### config.mk
export PLATFORM = sky130hd
export DESIGN_NAME = recorder_top
export DESIGN_NICKNAME = d
export VERILOG_FILES = /design/src/logic/rec_pkg.sv /design/src/logic/port_pkg.sv /design/src/logic/port_decoder.sv /design/src/logic/slot_tracker.sv /design/src/logic/sample_sequencer.sv /design/src/logic/sample_ram.sv /design/src/logic/recorder_top.sv
export SDC_FILE = /design/constraint.sdc
export NUM_CORES = 2
export LEC_CHECK = 0
export BUFFER_PORTS_ARGS = -buffer_cell sky130_fd_sc_hd__buf_2
export CAP_MARGIN = 40
export CORE_ASPECT_RATIO = 0.9
export CORE_UTILIZATION = 40
export CTS_BUF_LIST = sky130_fd_sc_hd__clkbuf_2
export CTS_CLUSTER_SIZE = 25
export DETAILED_ROUTE_END_ITERATION = 8
export PLACE_DENSITY = 0.6
export SYNTH_ARGS = -nofsm -noshare
export SYNTH_HDL_FRONTEND = slang
export SYNTH_SLANG_ARGS = --single-unit
### constraint.sdc
create_clock -name clk -period 6.18 [get_ports clk]
set_clock_uncertainty 0.2 [all_clocks]
set_input_delay 0 -clock clk [delete_from_list [all_inputs] [get_ports clk]]
set_output_delay 0 -clock clk [all_outputs]
set_load 0.05 [all_outputs]
### src/logic/rec_pkg.sv
package rec_pkg;

	////////////////////////////////////////////////////////////////////////////
	// Job requests
	////////////////////////////////////////////////////////////////////////////

	// Job codes as written by the processor
	typedef enum logic [2:0] {
		MODE_STOP      = 3'd0,
		MODE_PLAY      = 3'd1,
		MODE_RECORD    = 3'd2,
		MODE_ERASE     = 3'd3,
		MODE_ERASE_ALL = 3'd4
	} job_mode_e;

	// One-cycle start pulse with mode and target slot
	typedef struct packed {
		logic      start;
		job_mode_e mode;
		logic [2:0] slot;
	} job_req_t;

	////////////////////////////////////////////////////////////////////////////
	// Audio and slot state
	////////////////////////////////////////////////////////////////////////////

	// Signed 16-bit PCM sample
	typedef logic signed [15:0] sample_t;

	// Samples held by one slot
	typedef logic [7:0] len_t;

	typedef struct packed {
		logic occupied;
		len_t length;
	} slot_state_t;

	// Sequencer to tracker notifications
	typedef struct packed {
		logic sample_written;
		logic job_done;
	} seq_event_t;

	// Playback gain in eighths
	typedef logic [3:0] volume_t;

	localparam volume_t VOL_MIN   = 4'd1;
	localparam volume_t VOL_UNITY = 4'd8;
	localparam volume_t VOL_MAX   = 4'd15;

endpackage

### src/logic/port_pkg.sv
package port_pkg;

	////////////////////////////////////////////////////////////////////////////
	// Processor port bus
	////////////////////////////////////////////////////////////////////////////

	typedef struct packed {
		logic [7:0] port_id;
		logic [7:0] out_port;
		logic       write_strobe;
		logic       read_strobe;
	} port_bus_t;

	// Job words in, status out
	localparam logic [7:0] PORT_JOB = 8'h0B;
	// Volume steps in, volume level out
	localparam logic [7:0] PORT_VOL = 8'h04;

	////////////////////////////////////////////////////////////////////////////
	// Control word views
	////////////////////////////////////////////////////////////////////////////

	// Mode in the top three bits, slot below it
	typedef struct packed {
		logic [2:0] mode;
		logic [2:0] slot;
		logic [1:0] reserved;
	} job_word_t;

	// Step flags in the top two bits
	typedef struct packed {
		logic       up;
		logic       down;
		logic [5:0] reserved;
	} vol_word_t;

	// Same out_port byte, view picked by port_id
	typedef union packed {
		job_word_t  job;
		vol_word_t  vol;
		logic [7:0] raw;
	} ctrl_word_u;

endpackage

### src/logic/port_decoder.sv
module port_decoder #(
	parameter int NUM_SLOTS = 5
) (
	input  logic                  clk,
	input  logic                  pb_reset,
	input  port_pkg::port_bus_t   pb_bus,
	input  logic                  busy,
	input  rec_pkg::slot_state_t  slots [NUM_SLOTS],
	output rec_pkg::job_req_t     job,
	output rec_pkg::volume_t      volume,
	output logic [7:0]            in_port
);

	// Status byte has room for five occupancy bits
	localparam int SHOWN = (NUM_SLOTS < 5) ? NUM_SLOTS : 5;

	port_pkg::ctrl_word_u ctrl;
	rec_pkg::job_mode_e   req_mode;
	logic                 job_write;
	logic                 vol_write;
	logic                 mode_known;
	logic                 is_stop;
	logic                 slot_ok;
	logic                 accept;
	logic [4:0]           occ_bits;

	////////////////////////////////////////////////////////////////////////////
	// Write decode
	////////////////////////////////////////////////////////////////////////////

	assign ctrl.raw = pb_bus.out_port;
	assign req_mode = rec_pkg::job_mode_e'(ctrl.job.mode);

	assign job_write = pb_bus.write_strobe && (pb_bus.port_id == port_pkg::PORT_JOB);
	assign vol_write = pb_bus.write_strobe && (pb_bus.port_id == port_pkg::PORT_VOL);

	// Codes 5 to 7 are not jobs
	assign mode_known = (req_mode <= rec_pkg::MODE_ERASE_ALL);
	assign is_stop    = (req_mode == rec_pkg::MODE_STOP);
	// Stop and erase-all carry no slot
	assign slot_ok    = (int'(ctrl.job.slot) < NUM_SLOTS) || is_stop ||
		(req_mode == rec_pkg::MODE_ERASE_ALL);
	// Only stop may interrupt a running job
	assign accept     = job_write && mode_known && slot_ok && (!busy || is_stop);

	// Start pulse lasts one cycle
	always_ff @(posedge clk or posedge pb_reset) begin
		if (pb_reset) begin
			job <= '0;
		end else begin
			job.start <= accept;
			if (accept) begin
				job.mode <= req_mode;
				job.slot <= ctrl.job.slot;
			end
		end
	end

	// Saturating volume, up has priority
	always_ff @(posedge clk or posedge pb_reset) begin
		if (pb_reset) begin
			volume <= rec_pkg::VOL_UNITY;
		end else if (vol_write) begin
			if (ctrl.vol.up) begin
				if (volume < rec_pkg::VOL_MAX)
					volume <= volume + 1'b1;
			end else if (ctrl.vol.down) begin
				if (volume > rec_pkg::VOL_MIN)
					volume <= volume - 1'b1;
			end
		end
	end

	////////////////////////////////////////////////////////////////////////////
	// Read mux
	////////////////////////////////////////////////////////////////////////////

	// Slot 0 in bit 0
	always_comb begin
		occ_bits = '0;
		for (int i = 0; i < SHOWN; i++)
			occ_bits[i] = slots[i].occupied;
	end

	// Registered on port_id alone, read_strobe does not matter
	always_ff @(posedge clk or posedge pb_reset) begin
		if (pb_reset) begin
			in_port <= '0;
		end else begin
			case (pb_bus.port_id)
				port_pkg::PORT_JOB: in_port <= {busy, 2'b00, occ_bits};
				port_pkg::PORT_VOL: in_port <= {4'h0, volume};
				default:            in_port <= 8'h00;
			endcase
		end
	end

endmodule

### src/logic/slot_tracker.sv
module slot_tracker #(
	parameter int SLOT_INDEX = 0,
	parameter int SLOT_DEPTH = 16
) (
	input  logic                  clk,
	input  logic                  pb_reset,
	input  rec_pkg::job_req_t     job,
	input  rec_pkg::seq_event_t   seq_event,
	output rec_pkg::slot_state_t  state
);

	// Set while this slot owns the running job
	logic active;
	logic is_mine;

	assign is_mine = (int'(job.slot) == SLOT_INDEX);

	always_ff @(posedge clk or posedge pb_reset) begin
		if (pb_reset) begin
			active <= 1'b0;
			state  <= '0;
		end else begin
			if (job.start) begin
				case (job.mode)
					rec_pkg::MODE_PLAY: begin
						if (is_mine)
							active <= 1'b1;
					end
					// New take starts from empty
					rec_pkg::MODE_RECORD, rec_pkg::MODE_ERASE: begin
						if (is_mine) begin
							active <= 1'b1;
							state  <= '0;
						end
					end
					rec_pkg::MODE_ERASE_ALL: state <= '0;
					default: ;
				endcase
			end

			// Count written samples, never past the slot size
			if (active && seq_event.sample_written && (int'(state.length) < SLOT_DEPTH)) begin
				state.length   <= state.length + 1'b1;
				state.occupied <= 1'b1;
			end

			if (active && seq_event.job_done)
				active <= 1'b0;
		end
	end

endmodule

### src/logic/sample_sequencer.sv
module sample_sequencer #(
	parameter int NUM_SLOTS  = 5,
	parameter int SLOT_DEPTH = 16
) (
	input  logic                                    clk,
	input  logic                                    pb_reset,
	input  rec_pkg::job_req_t                       job,
	input  rec_pkg::slot_state_t                    slots [NUM_SLOTS],
	input  rec_pkg::volume_t                        volume,
	output logic                                    busy,
	output rec_pkg::seq_event_t                     seq_event,
	output logic [$clog2(NUM_SLOTS*SLOT_DEPTH)-1:0] mem_addr,
	output logic                                    mem_we,
	output rec_pkg::sample_t                        mem_wdata,
	input  rec_pkg::sample_t                        mem_rdata,
	input  rec_pkg::sample_t                        audio_in,
	input  logic                                    audio_in_valid,
	output logic                                    audio_in_ready,
	output rec_pkg::sample_t                        audio_out,
	output logic                                    audio_out_valid,
	input  logic                                    audio_out_ready
);

	localparam int ADDR_W = $clog2(NUM_SLOTS * SLOT_DEPTH);

	typedef enum logic [1:0] {
		S_IDLE,
		S_RECORD,
		S_PLAY,
		S_ERASE
	} seq_state_e;

	seq_state_e       state;
	logic [2:0]       slot_q;
	logic [ADDR_W-1:0] base_q;
	rec_pkg::len_t    offset;
	rec_pkg::len_t    play_len;
	logic             rd_pending;
	logic             out_valid;
	rec_pkg::sample_t out_data;
	logic             stop_req;
	logic             in_fire;
	logic             out_free;
	logic             rd_issue;
	logic             play_last;
	logic             job_done;

	// Gain in eighths, clipped to 16 bits
	function automatic rec_pkg::sample_t scale_sample(input rec_pkg::sample_t s,
		input rec_pkg::volume_t v);
		logic signed [20:0] prod;
		logic signed [20:0] shifted;
		begin
			prod    = s * $signed({1'b0, v});
			shifted = prod >>> 3;
			if (shifted > 21'sd32767)
				scale_sample = 16'sh7fff;
			else if (shifted < -21'sd32768)
				scale_sample = 16'sh8000;
			else
				scale_sample = shifted[15:0];
		end
	endfunction

	////////////////////////////////////////////////////////////////////////////
	// Handshakes and end conditions
	////////////////////////////////////////////////////////////////////////////

	assign stop_req = job.start && (job.mode == rec_pkg::MODE_STOP);
	assign play_len = slots[slot_q].length;

	assign audio_in_ready = (state == S_RECORD);
	assign in_fire        = audio_in_ready && audio_in_valid;

	// Output register empty or emptying this cycle
	assign out_free  = !out_valid || audio_out_ready;
	// Single read in flight
	assign rd_issue  = (state == S_PLAY) && !rd_pending && out_free &&
		(offset < play_len) && !stop_req;
	// Also true at once for an empty slot
	assign play_last = !rd_pending && (offset == play_len) && out_free;

	always_comb begin
		case (state)
			S_RECORD: job_done = stop_req || (in_fire && (int'(offset) == SLOT_DEPTH - 1));
			S_PLAY:   job_done = stop_req || play_last;
			S_ERASE:  job_done = 1'b1;
			default:  job_done = 1'b0;
		endcase
	end

	assign busy                     = (state != S_IDLE);
	assign seq_event.sample_written = in_fire;
	assign seq_event.job_done       = job_done;

	// Memory port, writes straight from the input stream
	assign mem_addr  = base_q + ADDR_W'(offset);
	assign mem_we    = in_fire;
	assign mem_wdata = audio_in;

	assign audio_out       = out_data;
	assign audio_out_valid = out_valid;

	////////////////////////////////////////////////////////////////////////////
	// Job FSM
	////////////////////////////////////////////////////////////////////////////

	always_ff @(posedge clk or posedge pb_reset) begin
		if (pb_reset) begin
			state      <= S_IDLE;
			slot_q     <= '0;
			base_q     <= '0;
			offset     <= '0;
			rd_pending <= 1'b0;
			out_valid  <= 1'b0;
		end else begin
			case (state)
				S_IDLE: begin
					if (job.start) begin
						slot_q     <= job.slot;
						// Slot base, fixed for the whole job
						base_q     <= ADDR_W'(int'(job.slot) * SLOT_DEPTH);
						offset     <= '0;
						rd_pending <= 1'b0;
						case (job.mode)
							rec_pkg::MODE_RECORD:    state <= S_RECORD;
							rec_pkg::MODE_PLAY:      state <= S_PLAY;
							rec_pkg::MODE_ERASE,
							rec_pkg::MODE_ERASE_ALL: state <= S_ERASE;
							default:                 state <= S_IDLE;
						endcase
					end
				end
				S_RECORD: begin
					if (in_fire)
						offset <= offset + 1'b1;
					if (job_done)
						state <= S_IDLE;
				end
				S_PLAY: begin
					if (rd_issue)
						offset <= offset + 1'b1;
					rd_pending <= rd_issue;
					// Data lands one cycle after the read
					if (rd_pending)
						out_valid <= 1'b1;
					else if (audio_out_ready)
						out_valid <= 1'b0;
					if (job_done) begin
						state      <= S_IDLE;
						rd_pending <= 1'b0;
						out_valid  <= 1'b0;
					end
				end
				// Slot lengths cleared by the trackers
				S_ERASE: state <= S_IDLE;
				default: state <= S_IDLE;
			endcase
		end
	end

	// Scaled output stage, holds while valid and not ready
	always_ff @(posedge clk) begin
		if (rd_pending)
			out_data <= scale_sample(mem_rdata, volume);
	end

endmodule

### src/logic/sample_ram.sv
module sample_ram #(
	parameter int DEPTH = 80
) (
	input  logic                     clk,
	input  logic [$clog2(DEPTH)-1:0] addr,
	input  logic                     we,
	input  rec_pkg::sample_t         wdata,
	output rec_pkg::sample_t         rdata
);

	rec_pkg::sample_t mem [DEPTH];

	// Read returns the old word on a same-address write
	always_ff @(posedge clk) begin
		if (we)
			mem[addr] <= wdata;
		rdata <= mem[addr];
	end

endmodule

### src/logic/recorder_top.sv
module recorder_top #(
	parameter int NUM_SLOTS  = 5,
	parameter int SLOT_DEPTH = 16
) (
	input  logic                 clk,
	input  logic                 pb_reset,
	input  port_pkg::port_bus_t  pb_bus,
	output logic [7:0]           in_port,
	input  rec_pkg::sample_t     audio_in,
	input  logic                 audio_in_valid,
	output logic                 audio_in_ready,
	output rec_pkg::sample_t     audio_out,
	output logic                 audio_out_valid,
	input  logic                 audio_out_ready
);

	localparam int DEPTH  = NUM_SLOTS * SLOT_DEPTH;
	localparam int ADDR_W = $clog2(DEPTH);

	rec_pkg::job_req_t    job;
	rec_pkg::volume_t     volume;
	rec_pkg::seq_event_t  seq_event;
	rec_pkg::slot_state_t slots [NUM_SLOTS];
	logic                 busy;
	logic [ADDR_W-1:0]    mem_addr;
	logic                 mem_we;
	rec_pkg::sample_t     mem_wdata;
	rec_pkg::sample_t     mem_rdata;

	// Processor ports to job pulses and volume
	port_decoder #(
		.NUM_SLOTS(NUM_SLOTS)
	) port_decoder_inst (
		.clk     (clk),
		.pb_reset(pb_reset),
		.pb_bus  (pb_bus),
		.busy    (busy),
		.slots   (slots),
		.job     (job),
		.volume  (volume),
		.in_port (in_port)
	);

	// One tracker per slot, all see the same job and events
	for (genvar i = 0; i < NUM_SLOTS; i++) begin : gen_slot
		slot_tracker #(
			.SLOT_INDEX(i),
			.SLOT_DEPTH(SLOT_DEPTH)
		) slot_tracker_inst (
			.clk      (clk),
			.pb_reset (pb_reset),
			.job      (job),
			.seq_event(seq_event),
			.state    (slots[i])
		);
	end

	sample_sequencer #(
		.NUM_SLOTS (NUM_SLOTS),
		.SLOT_DEPTH(SLOT_DEPTH)
	) sample_sequencer_inst (
		.clk            (clk),
		.pb_reset       (pb_reset),
		.job            (job),
		.slots          (slots),
		.volume         (volume),
		.busy           (busy),
		.seq_event      (seq_event),
		.mem_addr       (mem_addr),
		.mem_we         (mem_we),
		.mem_wdata      (mem_wdata),
		.mem_rdata      (mem_rdata),
		.audio_in       (audio_in),
		.audio_in_valid (audio_in_valid),
		.audio_in_ready (audio_in_ready),
		.audio_out      (audio_out),
		.audio_out_valid(audio_out_valid),
		.audio_out_ready(audio_out_ready)
	);

	// All slots share one memory
	sample_ram #(
		.DEPTH(DEPTH)
	) sample_ram_inst (
		.clk  (clk),
		.addr (mem_addr),
		.we   (mem_we),
		.wdata(mem_wdata),
		.rdata(mem_rdata)
	);

endmodule

Word level (Yosys, flattened, before mapping)
Memories as Yosys holds them, arrays and structs flattened. A register that Yosys moved wholly into a read port is not among the register bits.
Cells that the tools add are included.
{"block": "classes", "addsub": 9, "n_mul": 1, "div": 0, "order_cmp": 13, "eq_ne": 26, "n_shift": 0, "n_mux": 66, "bitwise_logic": 1, "n_reduce_logical": 94}
{"cell": "2-to-1 mux 9 bit", "count": 15}
{"cell": "one-hot mux 9 bit (2 select lines)", "count": 5}
{"cell": "adder 8 x 1 -> 8 bit (second input constant)", "count": 6}
{"cell": "nonzero test 2 bit", "count": 24}
{"cell": "< comparator 8 x 5 -> 1 bit (second input constant)", "count": 5}
{"cell": "2-to-1 mux 8 bit", "count": 5}
{"cell": "AND reduction 3 bit", "count": 10}
{"cell": "logical AND 1 bit", "count": 29}
{"cell": "binary-select mux 9 bit (select 3 bit)", "count": 1}
{"cell": "2-to-1 mux 1 bit", "count": 27}
{"cell": "one-hot mux 8 bit (3 select lines)", "count": 1}
{"cell": "multiplier 16 x 5 -> 21 bit", "count": 1}
{"cell": "nonzero test 3 bit", "count": 7}
{"cell": "greater-than comparator 18 x 16 -> 1 bit (second input constant)", "count": 1}
{"cell": "< comparator 18 x 16 -> 1 bit (second input constant)", "count": 1}
{"cell": "2-to-1 mux 16 bit", "count": 1}
{"cell": "2-to-1 mux 4 bit", "count": 4}
{"cell": "one-hot mux 8 bit (2 select lines)", "count": 1}
{"cell": "== test 3 bit (second input constant)", "count": 5}
{"cell": "!= test 3 x 1 -> 1 bit (second input constant)", "count": 5}
{"cell": "one-hot mux 2 bit (3 select lines)", "count": 2}
{"cell": "== test 3 x 2 -> 1 bit (second input constant)", "count": 3}
{"cell": "logical NOT 3 bit", "count": 3}
{"cell": "== test 8 x 3 -> 1 bit (second input constant)", "count": 1}
{"cell": "28 further kinds", "count": 47}
{"block": "word_totals", "register_bits": 100, "latch_bits": 0, "ramBits": 1280, "mem_bits_ro": 0, "out_inout_bits": 26, "word_cells": 237, "mem_count": 1}
{"memory": "sample_ram_inst.mem", "depth": 80, "word_bits": 16, "read_ports": 1, "rd_clocked_by_memory_dff": 1, "write_ports": 1, "line": "sample_ram.sv:11", "rtl": "rec_pkg::sample_t mem [DEPTH];"}

Depth between registers and ports, before layout
{"block": "depth", "word_depth": 12, "ltp_mapped": 19, "depth_no_buf": 15}

Cells and area by module
From an unflattened synthesis, not the netlist that was laid out.
{"block": "unflattened", "hier_cells": 3419, "hier_area_um2": 57883.0}
{"module": "sample_ram", "n_inst": 1, "cells_per_inst": 2536, "area_per_inst_um2": 49638.9, "seq_area_each_um2": 38757.2}
{"module": "sample_sequencer", "n_inst": 1, "cells_per_inst": 576, "area_per_inst_um2": 4840.9, "seq_area_each_um2": 855.8}
{"module": "slot_tracker at gen_slot[1].slot_tracker_inst ...", "n_inst": 3, "cells_per_inst": 48, "area_per_inst_um2": 514.2, "seq_area_each_um2": 250.2}
{"module": "port_decoder", "n_inst": 1, "cells_per_inst": 67, "area_per_inst_um2": 839.6, "seq_area_each_um2": 426.7}
{"module": "slot_tracker at gen_slot[0].slot_tracker_inst", "n_inst": 1, "cells_per_inst": 48, "area_per_inst_um2": 511.7, "seq_area_each_um2": 250.2}
{"module": "slot_tracker at gen_slot[4].slot_tracker_inst", "n_inst": 1, "cells_per_inst": 48, "area_per_inst_um2": 509.2, "seq_area_each_um2": 250.2}

Worst setup path before layout
OpenSTA, ideal clock, no wires.
{"block": "synth_timing", "path_type": "reg-to-reg", "from": "register port_decoder_inst.volume[3]", "to": "register sample_sequencer_inst.out_data[10], in the netlist sample_sequencer_inst.audio_out[10], data pin", "t_arrival_ns": 4.285, "t_required_ns": 5.718, "setup_slack_ns": 1.432, "path_stages_with_launch": 18, "cell_sequence": "dfstp_2 -> clkbuf_1 -> clkbuf_1 -> and2_1 -> ha_1 -> fa_1 -> inv_1 -> fa_1 -> inv_1 -> ha_1 -> a21oi_2 -> nor2_1 -> o31ai_2 -> o311ai_1 -> o21a_1 -> a211oi_2 -> buf_2 -> o21ai_0"}
{"block": "synth_via", "elab_chain_cells": 3, "elab_cells_between_ends": 4, "cone_classes": "1 x mul; 2 x order compare; 1 x mux"}
{"item": "start, declared", "line": "port_decoder.sv:10", "rtl": "output rec_pkg::volume_t volume,"}
{"item": "start signal, assigned", "line": "port_decoder.sv:62", "rtl": "volume <= rec_pkg::VOL_UNITY;"}
{"item": "start signal, assigned", "line": "port_decoder.sv:66", "rtl": "volume <= volume + 1'b1;"}
{"item": "start signal, assigned", "line": "port_decoder.sv:69", "rtl": "volume <= volume - 1'b1;"}
{"item": "multiplier 16 x 5 -> 21 bit *", "line": "sample_sequencer.sv:54", "rtl": "prod = s * $signed({1'b0, v});"}
{"item": "< comparator 18 x 16 -> 1 bit", "line": "sample_sequencer.sv:58", "rtl": "else if (shifted < -21'sd32768)"}
{"item": "2-to-1 mux 16 bit", "line": "sample_sequencer.sv:58"}
{"item": "end signal, assigned", "line": "sample_sequencer.sv:165", "rtl": "out_data <= scale_sample(mem_rdata, volume);"}
{"item": "end, declared", "line": "sample_sequencer.sv:40", "rtl": "rec_pkg::sample_t out_data;"}
Every way passes the cells marked *; elsewhere a longest branch is shown, timed or not.
A chain may end at the register's enable or synchronous reset.

Worst setup path after layout
{"block": "layout_timing", "from": "register port_decoder_inst.volume[2]", "to": "register sample_sequencer_inst.out_data[9], in the netlist sample_sequencer_inst.audio_out[9], data pin"}
The elaborated chain is that of the path after synthesis.

==> results.md <==
- Layout area overhead: 13.6%
- Worst hold margin: between 0.2 and 0.25 ns
- R2R setup slack: 0.93 ns
- Outcome: finished, final reports clean
- Slew headroom: 22.9%
- Final hold vios: 0
- Crit path kind: flip-flop to flip-flop
- Netlist cell types: 88
- R2r worst-path depth: 14
- Via count: 35,490
- CP endpoint kind: flip-flop
- FFs w/ async S/R, synth: around 5.9%
- Clock latency on the worst-skew pair: 1.70 ns
- Final Wtd Congestion: 0.859
- Power Dens Cells: 301 nW/um2
- Setup Fix Bufs, Post-CTS: 0
- Worst Hold Path Cells: 5
- CP max FO: 22
- Share of cells above drive strength 1: 26.1%
- CP Data Required Time: 7.32 ns
- Top FF cell, synth: edfxtp_1
- EDFF count, synth: 1,296
- Die Area: 145,000 um2
- Worst Setup Start Kind: flip-flop
- Final WL: 168,000 um
- GR Util All Layers: around 23%
- Maxcap violations: 0
- Number of top-level pins: 64
- # H-tree levels: 5
- Total negative setup slack: 0 ns
- Post-synth top cells: edfxtp_1, nor2_1, nand2_1
- Dpl hpwl: 97,800 um
- Min-Delay Path Class: input port to flip-flop
- Final core utilization: 46.0%
- Initial antenna violation count: 5
- Synth area leader: edfxtp_1
- Share of the synthesized area in the top cell type: between 60% and 70%
- Crit path largest cell delay: 0.78 ns
- Post-cts resize count: 0
- Gate Count Post-Synth: 3,503
- Critical path cell sequence: and2_1 -> ha_1 -> fa_1 -> inv_1 -> fa_1 -> inv_1 -> ha_1 -> a21oi_1 -> nand3b_1 -> o31ai_2 -> o311ai_1 -> o21a_1 -> a211oi_2 -> o21ai_0
- Drc violations: 0
- Fillers: between 10,000 and 15,000
- First-pass GRT wire length: 242,000 um
- Clk slew on worst S/H paths: roughly 0.10 ns
- Seq/Total Area, Yosys: 71.7%
- Syn avg cell area: 16.4 um2
- Synthesized flop and latch total: 1,394
- Worst Tran Pin Value: 1.16 ns
- Rows: 131
- Synth top area cells: edfxtp_1, mux4_2, dfrtp_1
- Clock sinks: 1,394
- Largest net degree at the start of global routing: 98
- Pre-antenna DRT Iters: 6
- Bufs on Longest Clock Path: 4
- Crit path DAT: 6.39 ns
- Netlist Area Pre-Place: 57,600 um2
- Root Buffer: clkbuf_2
- Hold Buf Count CTS: ~120
- Unrepaired setup endpoints after global routing: no
- Worst VDD drop: ~180 uV
- Nets: roughly 4,200
- Most numerous cell in the Yosys netlist: edfxtp_1
- Die H: 362 um
- TritonCTS clock tree: built
- Final period util: 85.0%
- Remaining antenna violation count: 0
- # setup viols final: 0
- Crit-path slowest cell: dfrtp_1
- # port buffers: 58
- Drt via density: 5.82
- Synth Warn #: 0
- Core outline area: 142,000 um2
- Final Max Slew Viols: 0
- Vias in the first global route: around 35,000
- DR WL/cell: roughly 28 um
- Total global routing overflow: 0
- Fmax: roughly 190 MHz
- Initial Util: 40.5%
- Die span in x: 402 um
- Static leakage: 0.0223 uW
- DR iter-0 viols: between 4,000 and 5,000
- Tmin final: 5.25 ns
- Total CTS buffers: 353
worst max-delay path: cells and delay by family, from the launching register on:
family          cells  cell delay (ns)
compound gates      6             2.00
buf+inv             2             0.09
simple gates        2             0.36
flops               1             0.78
fa+ha+maj           4             1.53
layout make-up:
cell class	instances	area, um2	share of cell area [%]
multi-input combinational	1793	14900	22.9
tap	1862	2330	3.56
antenna	11	27.5	0.0421
inverter	102	388	0.593
clock inverter	56	299	0.457
timing repair buffer	383	3570	5.46
sequential	1394	41300	63.2
clock buffer	502	2510	3.84
final timing paths:
check                                                         end                                    from
hold reg to reg            gen_slot[0].slot_tracker_inst.state[8]  gen_slot[0].slot_tracker_inst.state[8]
setup reg to reg               sample_sequencer_inst.audio_out[9]             port_decoder_inst.volume[2]
setup / recovery               sample_sequencer_inst.audio_out[9]             port_decoder_inst.volume[2]
hold / removal                        sample_ram_inst.mem[12][14]                            audio_in[14]
min in group asynchronous                port_decoder_inst.job[3]                                pb_reset
max in group asynchronous             port_decoder_inst.volume[3]                                pb_reset
flip-flops by register name, indices dropped and copies added, names as in the netlist:
name / flops
sample_ram_inst.mem: 1280
gen_slot.slot_tracker_inst.state: 45
sample_ram_inst.rdata: 16
sample_sequencer_inst.audio_out: 16
sample_sequencer_inst.offset: 8
port_decoder_inst.job: 7
port_decoder_inst.in_port: 6
gen_slot.slot_tracker_inst.active: 5
port_decoder_inst.volume: 4
sample_sequencer_inst.slot_q: 3
sample_sequencer_inst.state: 2
sample_sequencer_inst.audio_out_valid: 1
sample_sequencer_inst.rd_pending: 1
per-stage QoR:
stage / area, um2 / worst slack, ns / total power (uW) / instances
floorplan: 57600 / 1.43 / 12600 / 3504
global placement: 60600 / 1.02 / 13800 / 5380
detailed placement: 61200 / 0.945 / 13900 / 5408
CTS: 65300 / 0.934 / 19800 / 6089
global route: 65400 / 0.539 / 20400 / 6101
finish: 65400 / 0.929 / 19700 / 6103
metal layers:
metal | vias to the layer above | routed length [um] | global-route usage (%)
met2 | 1873 | 77500 | 35.4
met5 | - | 0 | 0
met3 | 269 | 16800 | 5.52
li1 | 15142 | - | -
met1 | 18206 | 70000 | 31.8
met4 | 0 | 4050 | 7.33
layout by cell type (no fill, tap or decap), types with 17 or more instances in the layout:
| cell type | instances |
|---|---|
| o22ai_1 | 31 |
| dlygate4sd3_1 | 115 |
| and2_1 | 62 |
| mux2_2 | 123 |
| a21oi_1 | 101 |
| mux4_2 | 122 |
| o221ai_1 | 29 |
| o21ai_0 | 133 |
| inv_1 | 97 |
| nand3_1 | 49 |
| fa_1 | 34 |
| nor3_1 | 26 |
| clkinv_1 | 40 |
| buf_2 | 62 |
| nor2_2 | 26 |
| edfxtp_1 | 1296 |
| clkbuf_2 | 502 |
| a22oi_1 | 56 |
| nand2_1 | 192 |
| buf_4 | 163 |
| nor2_1 | 177 |
| ha_1 | 60 |
| a221oi_1 | 161 |
| dfrtp_1 | 77 |
| a221o_1 | 17 |
| a211oi_1 | 18 |
| mux2i_1 | 104 |
logic make-up (layout without fill, tap and decap cells):
family	count (synthesis)	after routing	synth area share, %
muxes	350	350	9.01
adders and majority gates	95	95	2.51
xor gates and xnor gates	26	26	0.396
and+or+nand+nor	613	613	4.89
buffers and inverters	317	1043	2.57
other	1	13	0.00652
DFF	1394	1394	71.7
AOI/OAI and AO/OA	707	707	8.88
power by group:
part / internal [uW] / switching [uW] / leakage (uW)
clock network: 2250 / 3660 / 0.00225
registers: 10400 / 158 / 0.0129
logic: 1070 / 2130 / 0.00714
total: 13800 / 5950 / 0.0223
(Power assumes the default switching activity.)
